<file path="src/common/cpu_defs.svh">
`ifndef CPU_DEFS_SVH
`define CPU_DEFS_SVH

// Data path word, also the APB address and data width.
`define CPU_REG_WIDTH 32

// Register number, 32 architectural registers.
`define CPU_REGNO_WIDTH 5

// Signed immediate carried by the issue port.
`define CPU_IMM_WIDTH 16

`endif

</file>
<file path="src/common/cpu_pkg.sv">
`default_nettype none

`include "cpu_defs.svh"

package cpu_pkg;

  typedef enum logic [3:0] {
    OP_ADD,                                   // rd = rs + rt.
    OP_SUB,                                   // rd = rs - rt.
    OP_AND,
    OP_OR,
    OP_XOR,
    OP_SLT,                                   // Signed compare, result 0 or 1.
    OP_ADDI,                                  // rd = rs + sext(imm).
    OP_LW,                                    // rd = mem[rs + sext(imm)].
    OP_SW                                     // mem[rs + sext(imm)] = rt.
  } op_t;

  typedef struct packed {
    op_t                         op;
    logic [`CPU_REGNO_WIDTH-1:0] rd_no;
    logic [`CPU_REGNO_WIDTH-1:0] rs_no;
    logic [`CPU_REGNO_WIDTH-1:0] rt_no;
    logic [`CPU_IMM_WIDTH-1:0]   imm;
  } issue_op_t;

  // Execute slot, the issued operation with its operands.
  typedef struct packed {
    op_t                         op;
    logic [`CPU_REGNO_WIDTH-1:0] rd_no;
    logic [`CPU_REGNO_WIDTH-1:0] rs_no;
    logic [`CPU_REGNO_WIDTH-1:0] rt_no;
    logic [`CPU_IMM_WIDTH-1:0]   imm;
    logic [`CPU_REG_WIDTH-1:0]   rs_val;
    logic [`CPU_REG_WIDTH-1:0]   rt_val;
  } ex_op_t;

  typedef struct packed {
    logic [`CPU_REG_WIDTH-1:0] paddr;
    logic                      psel;
    logic                      penable;
    logic                      pwrite;
    logic [`CPU_REG_WIDTH-1:0] pwdata;
  } apb_req_t;

  typedef struct packed {
    logic [`CPU_REG_WIDTH-1:0] prdata;
    logic                      pready;
    logic                      pslverr;
  } apb_rsp_t;

  // Register write, rd_no of zero means no write.
  typedef struct packed {
    logic [`CPU_REGNO_WIDTH-1:0] rd_no;
    logic [`CPU_REG_WIDTH-1:0]   rd_val;
  } wb_t;

  typedef enum logic [1:0] {
    MS_IDLE,
    MS_SETUP,
    MS_ACCESS
  } mem_state_t;

endpackage

`default_nettype wire

</file>
<file path="src/design/alu_unit.sv">
`default_nettype none
`timescale 1ns/1ps

`include "cpu_defs.svh"

module alu_unit (
  input  wire cpu_pkg::ex_op_t      i_ex,
  output logic [`CPU_REG_WIDTH-1:0] o_result
);

  logic [`CPU_REG_WIDTH-1:0] imm_ext;
  logic                      lt;

  // Sign-extended immediate, also the load/store offset.
  assign imm_ext = {{(`CPU_REG_WIDTH-`CPU_IMM_WIDTH){i_ex.imm[`CPU_IMM_WIDTH-1]}}, i_ex.imm};
  assign lt      = $signed(i_ex.rs_val) < $signed(i_ex.rt_val);

  always_comb
  begin
    case (i_ex.op)
      cpu_pkg::OP_ADD:  o_result = i_ex.rs_val + i_ex.rt_val;
      cpu_pkg::OP_SUB:  o_result = i_ex.rs_val - i_ex.rt_val;
      cpu_pkg::OP_AND:  o_result = i_ex.rs_val & i_ex.rt_val;
      cpu_pkg::OP_OR:   o_result = i_ex.rs_val | i_ex.rt_val;
      cpu_pkg::OP_XOR:  o_result = i_ex.rs_val ^ i_ex.rt_val;
      cpu_pkg::OP_SLT:  o_result = {{(`CPU_REG_WIDTH-1){1'b0}}, lt};
      cpu_pkg::OP_ADDI,
      cpu_pkg::OP_LW,
      cpu_pkg::OP_SW:   o_result = i_ex.rs_val + imm_ext;   // Effective address for memory ops.
      default:          o_result = '0;
    endcase
  end

endmodule

`default_nettype wire

</file>
<file path="src/design/cpu_backend.sv">
`default_nettype none
`timescale 1ns/1ps

`include "cpu_defs.svh"

module cpu_backend (
  input  wire                      clk,
  input  wire                      nrst,
  input  wire cpu_pkg::issue_op_t  i_op,
  input  wire                      i_op_valid,
  output logic                     o_op_ready,
  input  wire                      i_nullify,
  output cpu_pkg::apb_req_t        o_apb,
  input  wire cpu_pkg::apb_rsp_t   i_apb,
  output cpu_pkg::wb_t             o_wb
);

  wire [`CPU_REGNO_WIDTH-1:0] rs_no;                  // Read addresses from issue.
  wire [`CPU_REGNO_WIDTH-1:0] rt_no;
  wire [`CPU_REG_WIDTH-1:0]   rs_val;
  wire [`CPU_REG_WIDTH-1:0]   rt_val;
  wire cpu_pkg::ex_op_t       ex;                     // Execute slot.
  wire                        ex_valid;
  wire [`CPU_REG_WIDTH-1:0]   alu_val;                // ALU result or effective address.
  wire [`CPU_REG_WIDTH-1:0]   load_val;
  wire                        stall;

  regfile u_regfile (
    .clk      (clk),
    .nrst     (nrst),
    .i_rs_no  (rs_no),
    .i_rt_no  (rt_no),
    .o_rs_val (rs_val),
    .o_rt_val (rt_val),
    .i_wb     (o_wb)
  );

  issue_ctl u_issue_ctl (
    .clk        (clk),
    .nrst       (nrst),
    .i_op       (i_op),
    .i_op_valid (i_op_valid),
    .o_op_ready (o_op_ready),
    .o_rs_no    (rs_no),
    .o_rt_no    (rt_no),
    .i_rs_val   (rs_val),
    .i_rt_val   (rt_val),
    .i_stall    (stall),
    .i_wb_rd_no (o_wb.rd_no),
    .o_ex       (ex),
    .o_ex_valid (ex_valid)
  );

  alu_unit u_alu_unit (
    .i_ex     (ex),
    .o_result (alu_val)
  );

  mem_access u_mem_access (
    .clk        (clk),
    .nrst       (nrst),
    .i_ex       (ex),
    .i_ex_valid (ex_valid),
    .i_addr     (alu_val),
    .i_nullify  (i_nullify),
    .o_apb      (o_apb),
    .i_apb      (i_apb),
    .o_load_val (load_val),
    .o_stall    (stall)
  );

  writeback u_writeback (
    .clk        (clk),
    .nrst       (nrst),
    .i_stall    (stall),
    .i_nullify  (i_nullify),
    .i_ex       (ex),
    .i_ex_valid (ex_valid),
    .i_alu_val  (alu_val),
    .i_load_val (load_val),
    .o_wb       (o_wb)
  );

endmodule

`default_nettype wire

</file>
<file path="src/design/issue_ctl.sv">
`default_nettype none
`timescale 1ns/1ps

`include "cpu_defs.svh"

module issue_ctl (
  input  wire                         clk,
  input  wire                         nrst,
  input  wire cpu_pkg::issue_op_t     i_op,
  input  wire                         i_op_valid,
  output logic                        o_op_ready,
  output logic [`CPU_REGNO_WIDTH-1:0] o_rs_no,
  output logic [`CPU_REGNO_WIDTH-1:0] o_rt_no,
  input  wire [`CPU_REG_WIDTH-1:0]    i_rs_val,
  input  wire [`CPU_REG_WIDTH-1:0]    i_rt_val,
  input  wire                         i_stall,
  input  wire [`CPU_REGNO_WIDTH-1:0]  i_wb_rd_no,
  output cpu_pkg::ex_op_t             o_ex,
  output logic                        o_ex_valid
);

  logic ex_writes;                                    // Slot holds a pending register write.
  logic uses_rt;                                      // Offered op reads rt.
  logic hazard_rs;
  logic hazard_rt;
  logic accept;

  assign o_rs_no = i_op.rs_no;                        // Register file read addresses.
  assign o_rt_no = i_op.rt_no;

  always_comb
  begin
    ex_writes = o_ex_valid && (o_ex.op != cpu_pkg::OP_SW);
    uses_rt   = (i_op.op != cpu_pkg::OP_ADDI) && (i_op.op != cpu_pkg::OP_LW);
    // Operand is still in flight in the slot or in writeback.
    hazard_rs = (i_op.rs_no != '0) &&
                ((ex_writes && (i_op.rs_no == o_ex.rd_no)) || (i_op.rs_no == i_wb_rd_no));
    hazard_rt = uses_rt && (i_op.rt_no != '0) &&
                ((ex_writes && (i_op.rt_no == o_ex.rd_no)) || (i_op.rt_no == i_wb_rd_no));
  end

  assign o_op_ready = !i_stall && !hazard_rs && !hazard_rt;
  assign accept     = i_op_valid && o_op_ready;

  // Execute slot, frozen while the memory unit stalls.
  always_ff @(posedge clk or negedge nrst)
  begin
    if (!nrst)
    begin
      o_ex_valid <= 1'b0;
      o_ex       <= '0;
    end
    else if (accept)
    begin
      o_ex_valid   <= 1'b1;
      o_ex.op      <= i_op.op;
      o_ex.rd_no   <= i_op.rd_no;
      o_ex.rs_no   <= i_op.rs_no;
      o_ex.rt_no   <= i_op.rt_no;
      o_ex.imm     <= i_op.imm;
      o_ex.rs_val  <= i_rs_val;                       // Operands sampled at issue.
      o_ex.rt_val  <= i_rt_val;
    end
    else if (!i_stall)
    begin
      o_ex_valid <= 1'b0;                             // Slot drains.
    end
  end

  // The memory unit's stall must hold the same operation in the slot.
  a_slot_frozen: assert property (@(posedge clk) disable iff (!nrst)
    i_stall |=> (o_ex_valid && $stable(o_ex)));

endmodule

`default_nettype wire

</file>
<file path="src/design/regfile.sv">
`default_nettype none
`timescale 1ns/1ps

`include "cpu_defs.svh"

module regfile (
  input  wire                         clk,
  input  wire                         nrst,
  input  wire [`CPU_REGNO_WIDTH-1:0]  i_rs_no,
  input  wire [`CPU_REGNO_WIDTH-1:0]  i_rt_no,
  output logic [`CPU_REG_WIDTH-1:0]   o_rs_val,
  output logic [`CPU_REG_WIDTH-1:0]   o_rt_val,
  input  wire cpu_pkg::wb_t           i_wb
);

  logic [`CPU_REG_WIDTH-1:0] regs [1:(1<<`CPU_REGNO_WIDTH)-1];  // No storage for r0.

  // Single write port, driven by the writeback register.
  always_ff @(posedge clk or negedge nrst)
  begin
    if (!nrst)
    begin
      for (int i = 1; i < (1 << `CPU_REGNO_WIDTH); i++)
      begin
        regs[i] <= '0;
      end
    end
    else if (i_wb.rd_no != '0)
    begin
      regs[i_wb.rd_no] <= i_wb.rd_val;                // Writes to r0 dropped.
    end
  end

  // Read ports are combinational, r0 is hardwired.
  always_comb
  begin
    o_rs_val = (i_rs_no == '0) ? '0 : regs[i_rs_no];
    o_rt_val = (i_rt_no == '0) ? '0 : regs[i_rt_no];
  end

endmodule

`default_nettype wire

</file>
<file path="src/design/writeback.sv">
`default_nettype none
`timescale 1ns/1ps

`include "cpu_defs.svh"

module writeback (
  input  wire                      clk,
  input  wire                      nrst,
  input  wire                      i_stall,
  input  wire                      i_nullify,
  input  wire cpu_pkg::ex_op_t     i_ex,
  input  wire                      i_ex_valid,
  input  wire [`CPU_REG_WIDTH-1:0] i_alu_val,
  input  wire [`CPU_REG_WIDTH-1:0] i_load_val,
  output cpu_pkg::wb_t             o_wb
);

  logic                        writes;
  logic [`CPU_REGNO_WIDTH-1:0] rd_no;
  logic [`CPU_REG_WIDTH-1:0]   rd_val;

  // Stores and empty or killed slots leave the register file alone.
  assign writes = i_ex_valid && (i_ex.op != cpu_pkg::OP_SW) && !i_nullify;
  assign rd_no  = writes ? i_ex.rd_no : '0;
  assign rd_val = (i_ex.op == cpu_pkg::OP_LW) ? i_load_val : i_alu_val;

  always_ff @(posedge clk or negedge nrst)
  begin
    if (!nrst)
    begin
      o_wb <= '0;
    end
    else if (!i_stall)
    begin
      o_wb.rd_no  <= rd_no;
      o_wb.rd_val <= rd_val;                          // Holds last value while stalled.
    end
  end

endmodule

`default_nettype wire

</file>
<file path="src/mem_access/mem_access.sv">
`default_nettype none
`timescale 1ns/1ps

`include "cpu_defs.svh"

module mem_access (
  input  wire                       clk,
  input  wire                       nrst,
  input  wire cpu_pkg::ex_op_t      i_ex,
  input  wire                       i_ex_valid,
  input  wire [`CPU_REG_WIDTH-1:0]  i_addr,
  input  wire                       i_nullify,
  output cpu_pkg::apb_req_t         o_apb,
  input  wire cpu_pkg::apb_rsp_t    i_apb,
  output logic [`CPU_REG_WIDTH-1:0] o_load_val,
  output logic                      o_stall
);

  cpu_pkg::mem_state_t state;
  logic                is_mem;
  logic                start;

  assign is_mem = (i_ex.op == cpu_pkg::OP_LW) || (i_ex.op == cpu_pkg::OP_SW);
  assign start  = (state == cpu_pkg::MS_IDLE) && i_ex_valid && is_mem && !i_nullify;

  always_ff @(posedge clk or negedge nrst)
  begin
    if (!nrst)
    begin
      state <= cpu_pkg::MS_IDLE;
    end
    else
    begin
      case (state)
        cpu_pkg::MS_IDLE:
        begin
          if (start)
          begin
            state <= cpu_pkg::MS_SETUP;
          end
        end
        cpu_pkg::MS_SETUP:  state <= cpu_pkg::MS_ACCESS;   // Always one cycle.
        cpu_pkg::MS_ACCESS:
        begin
          if (i_apb.pready)
          begin
            state <= cpu_pkg::MS_IDLE;
          end
        end
        default:            state <= cpu_pkg::MS_IDLE;
      endcase
    end
  end

  // Request comes from the frozen slot, so it is stable through ACCESS.
  always_comb
  begin
    o_apb.psel    = (state != cpu_pkg::MS_IDLE);
    o_apb.penable = (state == cpu_pkg::MS_ACCESS);
    o_apb.paddr   = o_apb.psel ? i_addr : '0;
    o_apb.pwrite  = o_apb.psel && (i_ex.op == cpu_pkg::OP_SW);
    o_apb.pwdata  = o_apb.pwrite ? i_ex.rt_val : '0;          // Store data is rt.
  end

  // Hold the pipe from the first slot cycle until the completing ACCESS.
  assign o_stall = start || (state == cpu_pkg::MS_SETUP) ||
                   ((state == cpu_pkg::MS_ACCESS) && !i_apb.pready);

  assign o_load_val = i_apb.prdata;                   // Captured by writeback on pready.

  // ACCESS keeps psel and the address, direction and data of the cycle before.
  a_penable_psel: assert property (@(posedge clk) disable iff (!nrst)
    o_apb.penable |-> (o_apb.psel && $stable(o_apb.paddr) && $stable(o_apb.pwrite) &&
                       $stable(o_apb.pwdata)));

  a_access_stable: assert property (@(posedge clk) disable iff (!nrst)
    (o_apb.penable && !i_apb.pready) |=> (o_apb.penable && $stable(o_apb)));

endmodule

`default_nettype wire

</file>
<file path="config.mk">
export PLATFORM = sky130hd
export DESIGN_NAME = cpu_backend
export DESIGN_NICKNAME = d
export VERILOG_FILES = /design/src/common/cpu_pkg.sv /design/src/design/alu_unit.sv /design/src/design/cpu_backend.sv /design/src/design/issue_ctl.sv /design/src/design/regfile.sv /design/src/design/writeback.sv /design/src/mem_access/mem_access.sv
export VERILOG_INCLUDE_DIRS = /design/src /design/src/common
export SDC_FILE = /design/constraint.sdc
export NUM_CORES = 2
export LEC_CHECK = 0
export BUFFER_PORTS_ARGS = -buffer_cell sky130_fd_sc_hd__buf_2
export CAP_MARGIN = 0
export CORE_MARGIN = 4
export CORE_UTILIZATION = 25
export DETAILED_ROUTE_END_ITERATION = 8
export GPL_TIMING_DRIVEN = 0
export PLACE_DENSITY = 0.36
export SETUP_SLACK_MARGIN = 0.15
export SLEW_MARGIN = 20
export SYNTH_ARGS = -nofsm -noshare
export SYNTH_HDL_FRONTEND = slang
export SYNTH_SLANG_ARGS = --single-unit
</file>
<file path="constraint.sdc">
create_clock -name clk -period 14.2 [get_ports clk]
set_input_delay 2.84 -clock clk [delete_from_list [all_inputs] [get_ports clk]]
set_output_delay 2.84 -clock clk [all_outputs]
set_load 0.1 [all_outputs]
</file>
# [After elaboration in Yosys (flattened, before gate mapping)]
# Index checks and enable logic that the tools add are counted.
[op_classes] magnitude_cmp=5 n_reduce_logical=37 bitwise=6 add_sub_neg=3 eq_ne=20 mux=21
[ops] cell="992-bit bitwise mux" count=1
[ops] cell="32-bit binary-select mux with 5-bit select" count=2
[ops] cell="32-bit two-way mux" count=10
[ops] cell="32-bit case mux with 7 select lines" count=1
[ops] cell="32-bit demux with 5-bit select" count=1
[ops] cell="32-bit adder" count=2
[ops] cell="32-bit bitwise AND" count=1
[ops] cell="32-bit less-than comparator" count=1
[ops] cell="32-bit OR" count=1
[ops] cell="32-bit subtractor" count=1
[ops] cell="32-bit XOR" count=1
[ops] cell="5-bit == test" count=4
[ops] cell="6-bit greater-or-equal comparator (second input constant)" count=3
[ops] cell="5-bit NOT with 6-bit output" count=3
[ops] cell="1-bit logical AND" count=17
[ops] cell="4-bit by 3-bit == test with 1-bit output (second input constant)" count=4
[ops] cell="5-bit nonzero test" count=3
[ops] cell="5-bit logical NOT" count=2
[ops] cell="4-bit by 2-bit == test with 1-bit output (second input constant)" count=2
[ops] cell="4-bit by 3-bit inequality test with 1-bit output (second input constant)" count=2
[ops] cell="6-bit by 1-bit less-than comparator with 1-bit output (second input constant)" count=1
[ops] cell="2-bit case mux with 3 select lines" count=1
[ops] cell="1-bit logical NOT" count=5
[ops] cell="1-bit logical OR" count=5
[ops] cell="15 further kinds" count=18
[word_totals] ff_bits=1121 out_inout_bits=105 wordCells=132 input_bits=73

# [Depth between registers and ports, before layout]
[depth] depth_word=11 ltp_mapped=18 mapped_depth_nobuf=15

# [By module]
# A second synthesis with hierarchy kept.
[hier_totals] cells_unflattened=5008 area_unflattened_um2=66211.0
[modules_own_cells] mod="regfile" cells_each=3681 seq_area_each_um2=24823.8 area_per_inst_um2=53552.6 n_inst=1
[modules_own_cells] mod="alu_unit" cells_each=793 seq_area_each_um2=0.0 area_per_inst_um2=5626.6 n_inst=1
[modules_own_cells] mod="issue_ctl" cells_each=261 seq_area_each_um2=2502.4 area_per_inst_um2=4483.0 n_inst=1
[modules_own_cells] mod="writeback" cells_each=157 seq_area_each_um2=925.9 area_per_inst_um2=1722.9 n_inst=1
[modules_own_cells] mod="mem_access" cells_each=116 seq_area_each_um2=50.0 area_per_inst_um2=825.8 n_inst=1

# [Least setup slack after synthesis]
# Ideal clock, no wire load.
[synth_path] path_type="input to output" from="in i_op[21] in the netlist's numbering" to="out o_op_ready" path_slack_ps=6318 path_buffers=1 arrival_time_ps=5042 t_required_ps=11360 path_stages=5 path_cell_list="clkbuf_1 > or4_1 > o22ai_1 > o21ai_0 > nor2_1"
[synth_via] elab_chain_cells=7 elab_cells_between_ends=9 classes_between="eq/ne: 2; reduce/logical: 7"
[synth_lines] element="from (decl)" line="cpu_backend.sv:9" source="input wire cpu_pkg::issue_op_t i_op,"
[synth_lines] element="5-bit == test" line="issue_ctl.sv:37" source="((ex_writes && (i_op.rs_no == o_ex.rd_no)) || (i_op.rs_no == i_wb_rd_no));"
[synth_lines] element="1-bit logical AND" line="issue_ctl.sv:37"
[synth_lines] element="1-bit logical OR" line="issue_ctl.sv:37"
[synth_lines] element="1-bit logical AND *" line="issue_ctl.sv:36" source="hazard_rs = (i_op.rs_no != '0) &&"
[synth_lines] element="1-bit logical NOT *" line="issue_ctl.sv:42" source="assign o_op_ready = !i_stall && !hazard_rs && !hazard_rt;"
[synth_lines] element="1-bit logical AND * (2 in a row)" line="issue_ctl.sv:42"
[synth_lines] element="to (decl)" line="cpu_backend.sv:11" source="output logic o_op_ready,"
# Every way passes the cells marked *; elsewhere a longest branch is shown, timed or not.

==> impl_metrics.env <==
export IMPL_yosys_most_used_dff="sky130_fd_sc_hd__dfrtp_1"
export IMPL_worst_hold_path_endpoint="u_issue_ctl.o_ex[73]"
export IMPL_fillcell_total=25804
export IMPL_timing_rr_start="u_issue_ctl.o_ex[98]"
export IMPL_grt_most_used_layer="met2"
export IMPL_dr_first_iter_drc_count=3788
export IMPL_dr_pass1_iters=5
export IMPL_coreArea_um2=255000
export IMPL_postCtsResizedCells=0
export IMPL_fp_dieW_um=514
export IMPL_ys_top_cells_by_area="sky130_fd_sc_hd__dfrtp_1 44%, sky130_fd_sc_hd__mux4_2 20%, sky130_fd_sc_hd__mux2_2 19%"
export IMPL_setup_repair_after_global_routing_missed_its_margin="no"
export IMPL_worst_path_most_repeated_cell="sky130_fd_sc_hd__nand2_1"
export IMPL_grt_first_pass_wirelength_um=429000
export IMPL_via_count_of_the_first_global_routing_pass=46734
export IMPL_power_leakage_uw=0.0341
export IMPL_cts_repair_timing_setup_buffer_count=0
export IMPL_synth_edf_count=0
export IMPL_regToRegSetupSlack_ns=7.93
export IMPL_max_cap_violations=0
export IMPL_finalCriticalPeriod_ns=9.70
export IMPL_run_status="finished, final reports clean"
export IMPL_met2_track_utilization_from_global_routing=0.378
export IMPL_fin_cells=8483
export IMPL_part_of_the_yosys_area_used_for_sequential_elements=0.438
export IMPL_vias_per_cell=5.38
export IMPL_setup_worst_path_class="register to output pin"
export IMPL_ys_seq_elements=1121
export IMPL_fin_crit_sh=0.683
export IMPL_die_area_um2=265000
export IMPL_antenna_found_initial=29
export IMPL_hold_path_cell_count=1
export IMPL_worstPathArrival_ns=6.86
export IMPL_yosysUniqueCellTypes=78
export IMPL_reg2regPathDepth=16
export IMPL_tightestPinTransition_ns=1.29
export IMPL_post_cts_hold_buffer_count=0
export IMPL_hold_violation_total_from_the_final_report=0
export IMPL_postSynth_asyncResetShare=1.00
export IMPL_pin_count_of_the_biggest_net_entering_global_routing=123
export IMPL_dp_worst_setup_slack_ns=5.33
export IMPL_clkSlewWorstSetupHoldPaths_ns=0.06
export IMPL_post_layout_total_power_uw=13100
export IMPL_groute_layer_met1_usage=0.318
export IMPL_synthDominantAreaCellType="sky130_fd_sc_hd__dfrtp_1"
export IMPL_vdd_ir_drop_worst_mv=0.0833
export IMPL_clkLatencyLatePin_ns=0.83
export IMPL_synth_fp_nets=4811
export IMPL_wl_per_cell_um=37.6
export IMPL_clockRootBuffer="sky130_fd_sc_hd__clkbuf_16"
export IMPL_floorplan_initialDensity=0.252
export IMPL_maxSlewHeadroom=0.140
export IMPL_syn_to_final_growth_pct=18.8
export IMPL_startpoint_type="register"
export IMPL_dp_hpwl_um=233000
export IMPL_path_buf_inv=3
export IMPL_fp_dieH_um=514
export IMPL_synth_warnings=0
export IMPL_ant_nets=0
export IMPL_grt_overflow_total=0
export IMPL_synth_area_um2=64100
export IMPL_number_of_remaining_drc_errors=0
export IMPL_synthDominantCellAreaShare=0.438
export IMPL_worst_path_dominant_cell_family="compound AO/OA/AOI/OAI gates"
export IMPL_critical_path_max_fanout=10
export IMPL_final_setup_skew_ns=0.0459
export IMPL_dp_cells=8203
export IMPL_tritoncts_num_buffers=148
export IMPL_hold_path_class="register to register"
export IMPL_total_negative_slack_for_setup_checks_ns=0
export IMPL_hold_start="u_issue_ctl.o_ex[73]"
export IMPL_num_vias=45603
export IMPL_route_final_wire_length_um=319000
export IMPL_gp_congestion=0.899
export IMPL_path_cells="or4b_4, buf_6, nand2_1, clkbuf_1, nand2_1, o21ai_0, ha_1, o211ai_1, o21ai_1, o21a_1, nor3b_2, o31ai_1, a21boi_0, xnor2_1, nand2_1, a21oi_1, buf_2"
export IMPL_htree_levels=4
export IMPL_cts_sinks=1121
export IMPL_global_route_usage_total=0.238
export IMPL_worstPathRequired_ns=11.36
export IMPL_power_density_cell_area_nw_per_um2=172
export IMPL_timing_final_max_slew_violations=0
export IMPL_rows=185
export IMPL_net_count_final=5196
export IMPL_final_setup_worst_slack_ns=4.50
export IMPL_endpoint_kind="output pin"
export IMPL_io_buffers=170
export IMPL_syn_mean_instance_area_um2=13.9
export IMPL_final_layout_size_suffix_gt1_frac=0.468
export IMPL_grt_util_met3=0.0506
export IMPL_cts_tree="done"
export IMPL_hold_ws_ns=0.510
export IMPL_crit_path_max_incr_delay_ns=0.99
export IMPL_clk_path_buf_depth=3
export IMPL_crit_slowest_cell="sky130_fd_sc_hd__o31ai_1"
export IMPL_top_level_ports=178
export IMPL_max_clock_freq_mhz=103
export IMPL_number_of_setup_violations_in_the_final_report=0
export IMPL_netlist_instances=4602
export IMPL_rr_endpoint="u_writeback.o_wb[25]"
==> worst reg2reg max path: cells and delay by family (launching register included) <==
kind	cells	cell delay, ns
buf+inv	2	0.67
flops	1	0.55
compound gates	8	3.25
simple gates	4	1.04
fa+ha+maj	1	0.33
xor+xnor	1	0.23
==> cell usage after synthesis (all sizes together) (11+ instances only) <==
master and number:
o211ai 19, o31ai 11, inv 102, nor3 63, nor2 115, o21ai 170
xor2 21, mux2 1082, a221oi 21, xnor2 43, mux4 576, a21oi 96
a211oi 15, a22o 65, a22oi 11, mux2i 73, nand3 29, buf 146
clkbuf 290, nor2b 21, dfrtp 1121, a21o 41, ha 134, nand2 170
==> where the power goes <==
part           internal (uW)  leakage (uW)  switching, uW
logic                   1830        0.0162           3080
clock network           2310       0.00247           1640
registers               3750        0.0155            506
==> registers in the layout (all words and copies together), names as in the netlist <==
register	count
u_issue_ctl.o_ex	89
u_issue_ctl.o_ex_valid	1
u_mem_access.state	2
u_regfile.regs	992
u_writeback.o_wb	37
==> cell families (layout without fill, tap and decap cells) <==
family          after synthesis  after routing  share of synthesized area
xor+xnor                     64             64                    0.00875
buf+inv                     538           1038                     0.0328
fa+ha+maj                   136            136                     0.0268
other cells                   0             15                          0
simple gates                483            483                     0.0352
compound gates              529            529                     0.0548
flops                      1121           1121                      0.438
mux                        1731           1731                      0.404
==> worst max path at each step <==
stage | from | depth (start not counted) | slack, ns | endpoint
finish | u_issue_ctl.o_ex[98] | 17 | 4.50 | o_apb[58]
global route | u_issue_ctl.o_ex[98] | 17 | 4.38 | o_apb[58]
CTS | u_issue_ctl.o_ex[98] | 17 | 4.39 | o_apb[58]
detailed placement | u_issue_ctl.o_ex[98] | 17 | 5.33 | o_apb[58]
global placement | nrst | 1 | -17.73 | u_regfile.regs[144]
floorplan | i_op[21] | 5 | 6.32 | o_op_ready
==> cell type report <==
cell class	instances	area, um^2	area share
clock inverters	49	764	0.0100
repair buffers	235	2400	0.0315
plain buffers	436	1940	0.0255
well taps	3366	4210	0.0553
flip-flops and latches	1121	28100	0.369
inverters	102	383	0.00503
multi-input cells	2943	34000	0.447
clock buffers	216	4300	0.0565
diodes	15	37.5	0.000493
==> cell usage in the layout, fill, tap and decap left out, types with 102 or more instances in the layout <==
cell type / count
sky130_fd_sc_hd__buf_2: 285
sky130_fd_sc_hd__clkbuf_1: 222
sky130_fd_sc_hd__clkbuf_16: 148
sky130_fd_sc_hd__dfrtp_1: 1121
sky130_fd_sc_hd__ha_1: 134
sky130_fd_sc_hd__inv_1: 102
sky130_fd_sc_hd__mux2_2: 1082
sky130_fd_sc_hd__mux4_2: 576
sky130_fd_sc_hd__nand2_1: 169
sky130_fd_sc_hd__nor2_1: 113
sky130_fd_sc_hd__o21ai_0: 166
==> through the flow <==
| stage | utilization | cell area [um^2] |
|---|---|---|
| after floorplan | - | 64100 |
| after global placement | 0.272 | 69100 |
| after detailed placement | 0.279 | 71000 |
| after CTS | 0.299 | 76100 |
| after global routing | 0.299 | 76100 |
| final | 0.299 | 76100 |
==> per-layer routing <==
layer / part of all wire / vias to the layer above / wire length (um)
li1: - / 18398 / -
met2: 0.46 / 1595 / 146000
met1: 0.44 / 25135 / 139000
met3: 0.061 / 467 / 19400
met5: 0.00017 / - / 55
met4: 0.044 / 8 / 13900
Power figures use the tool's default switching activity.
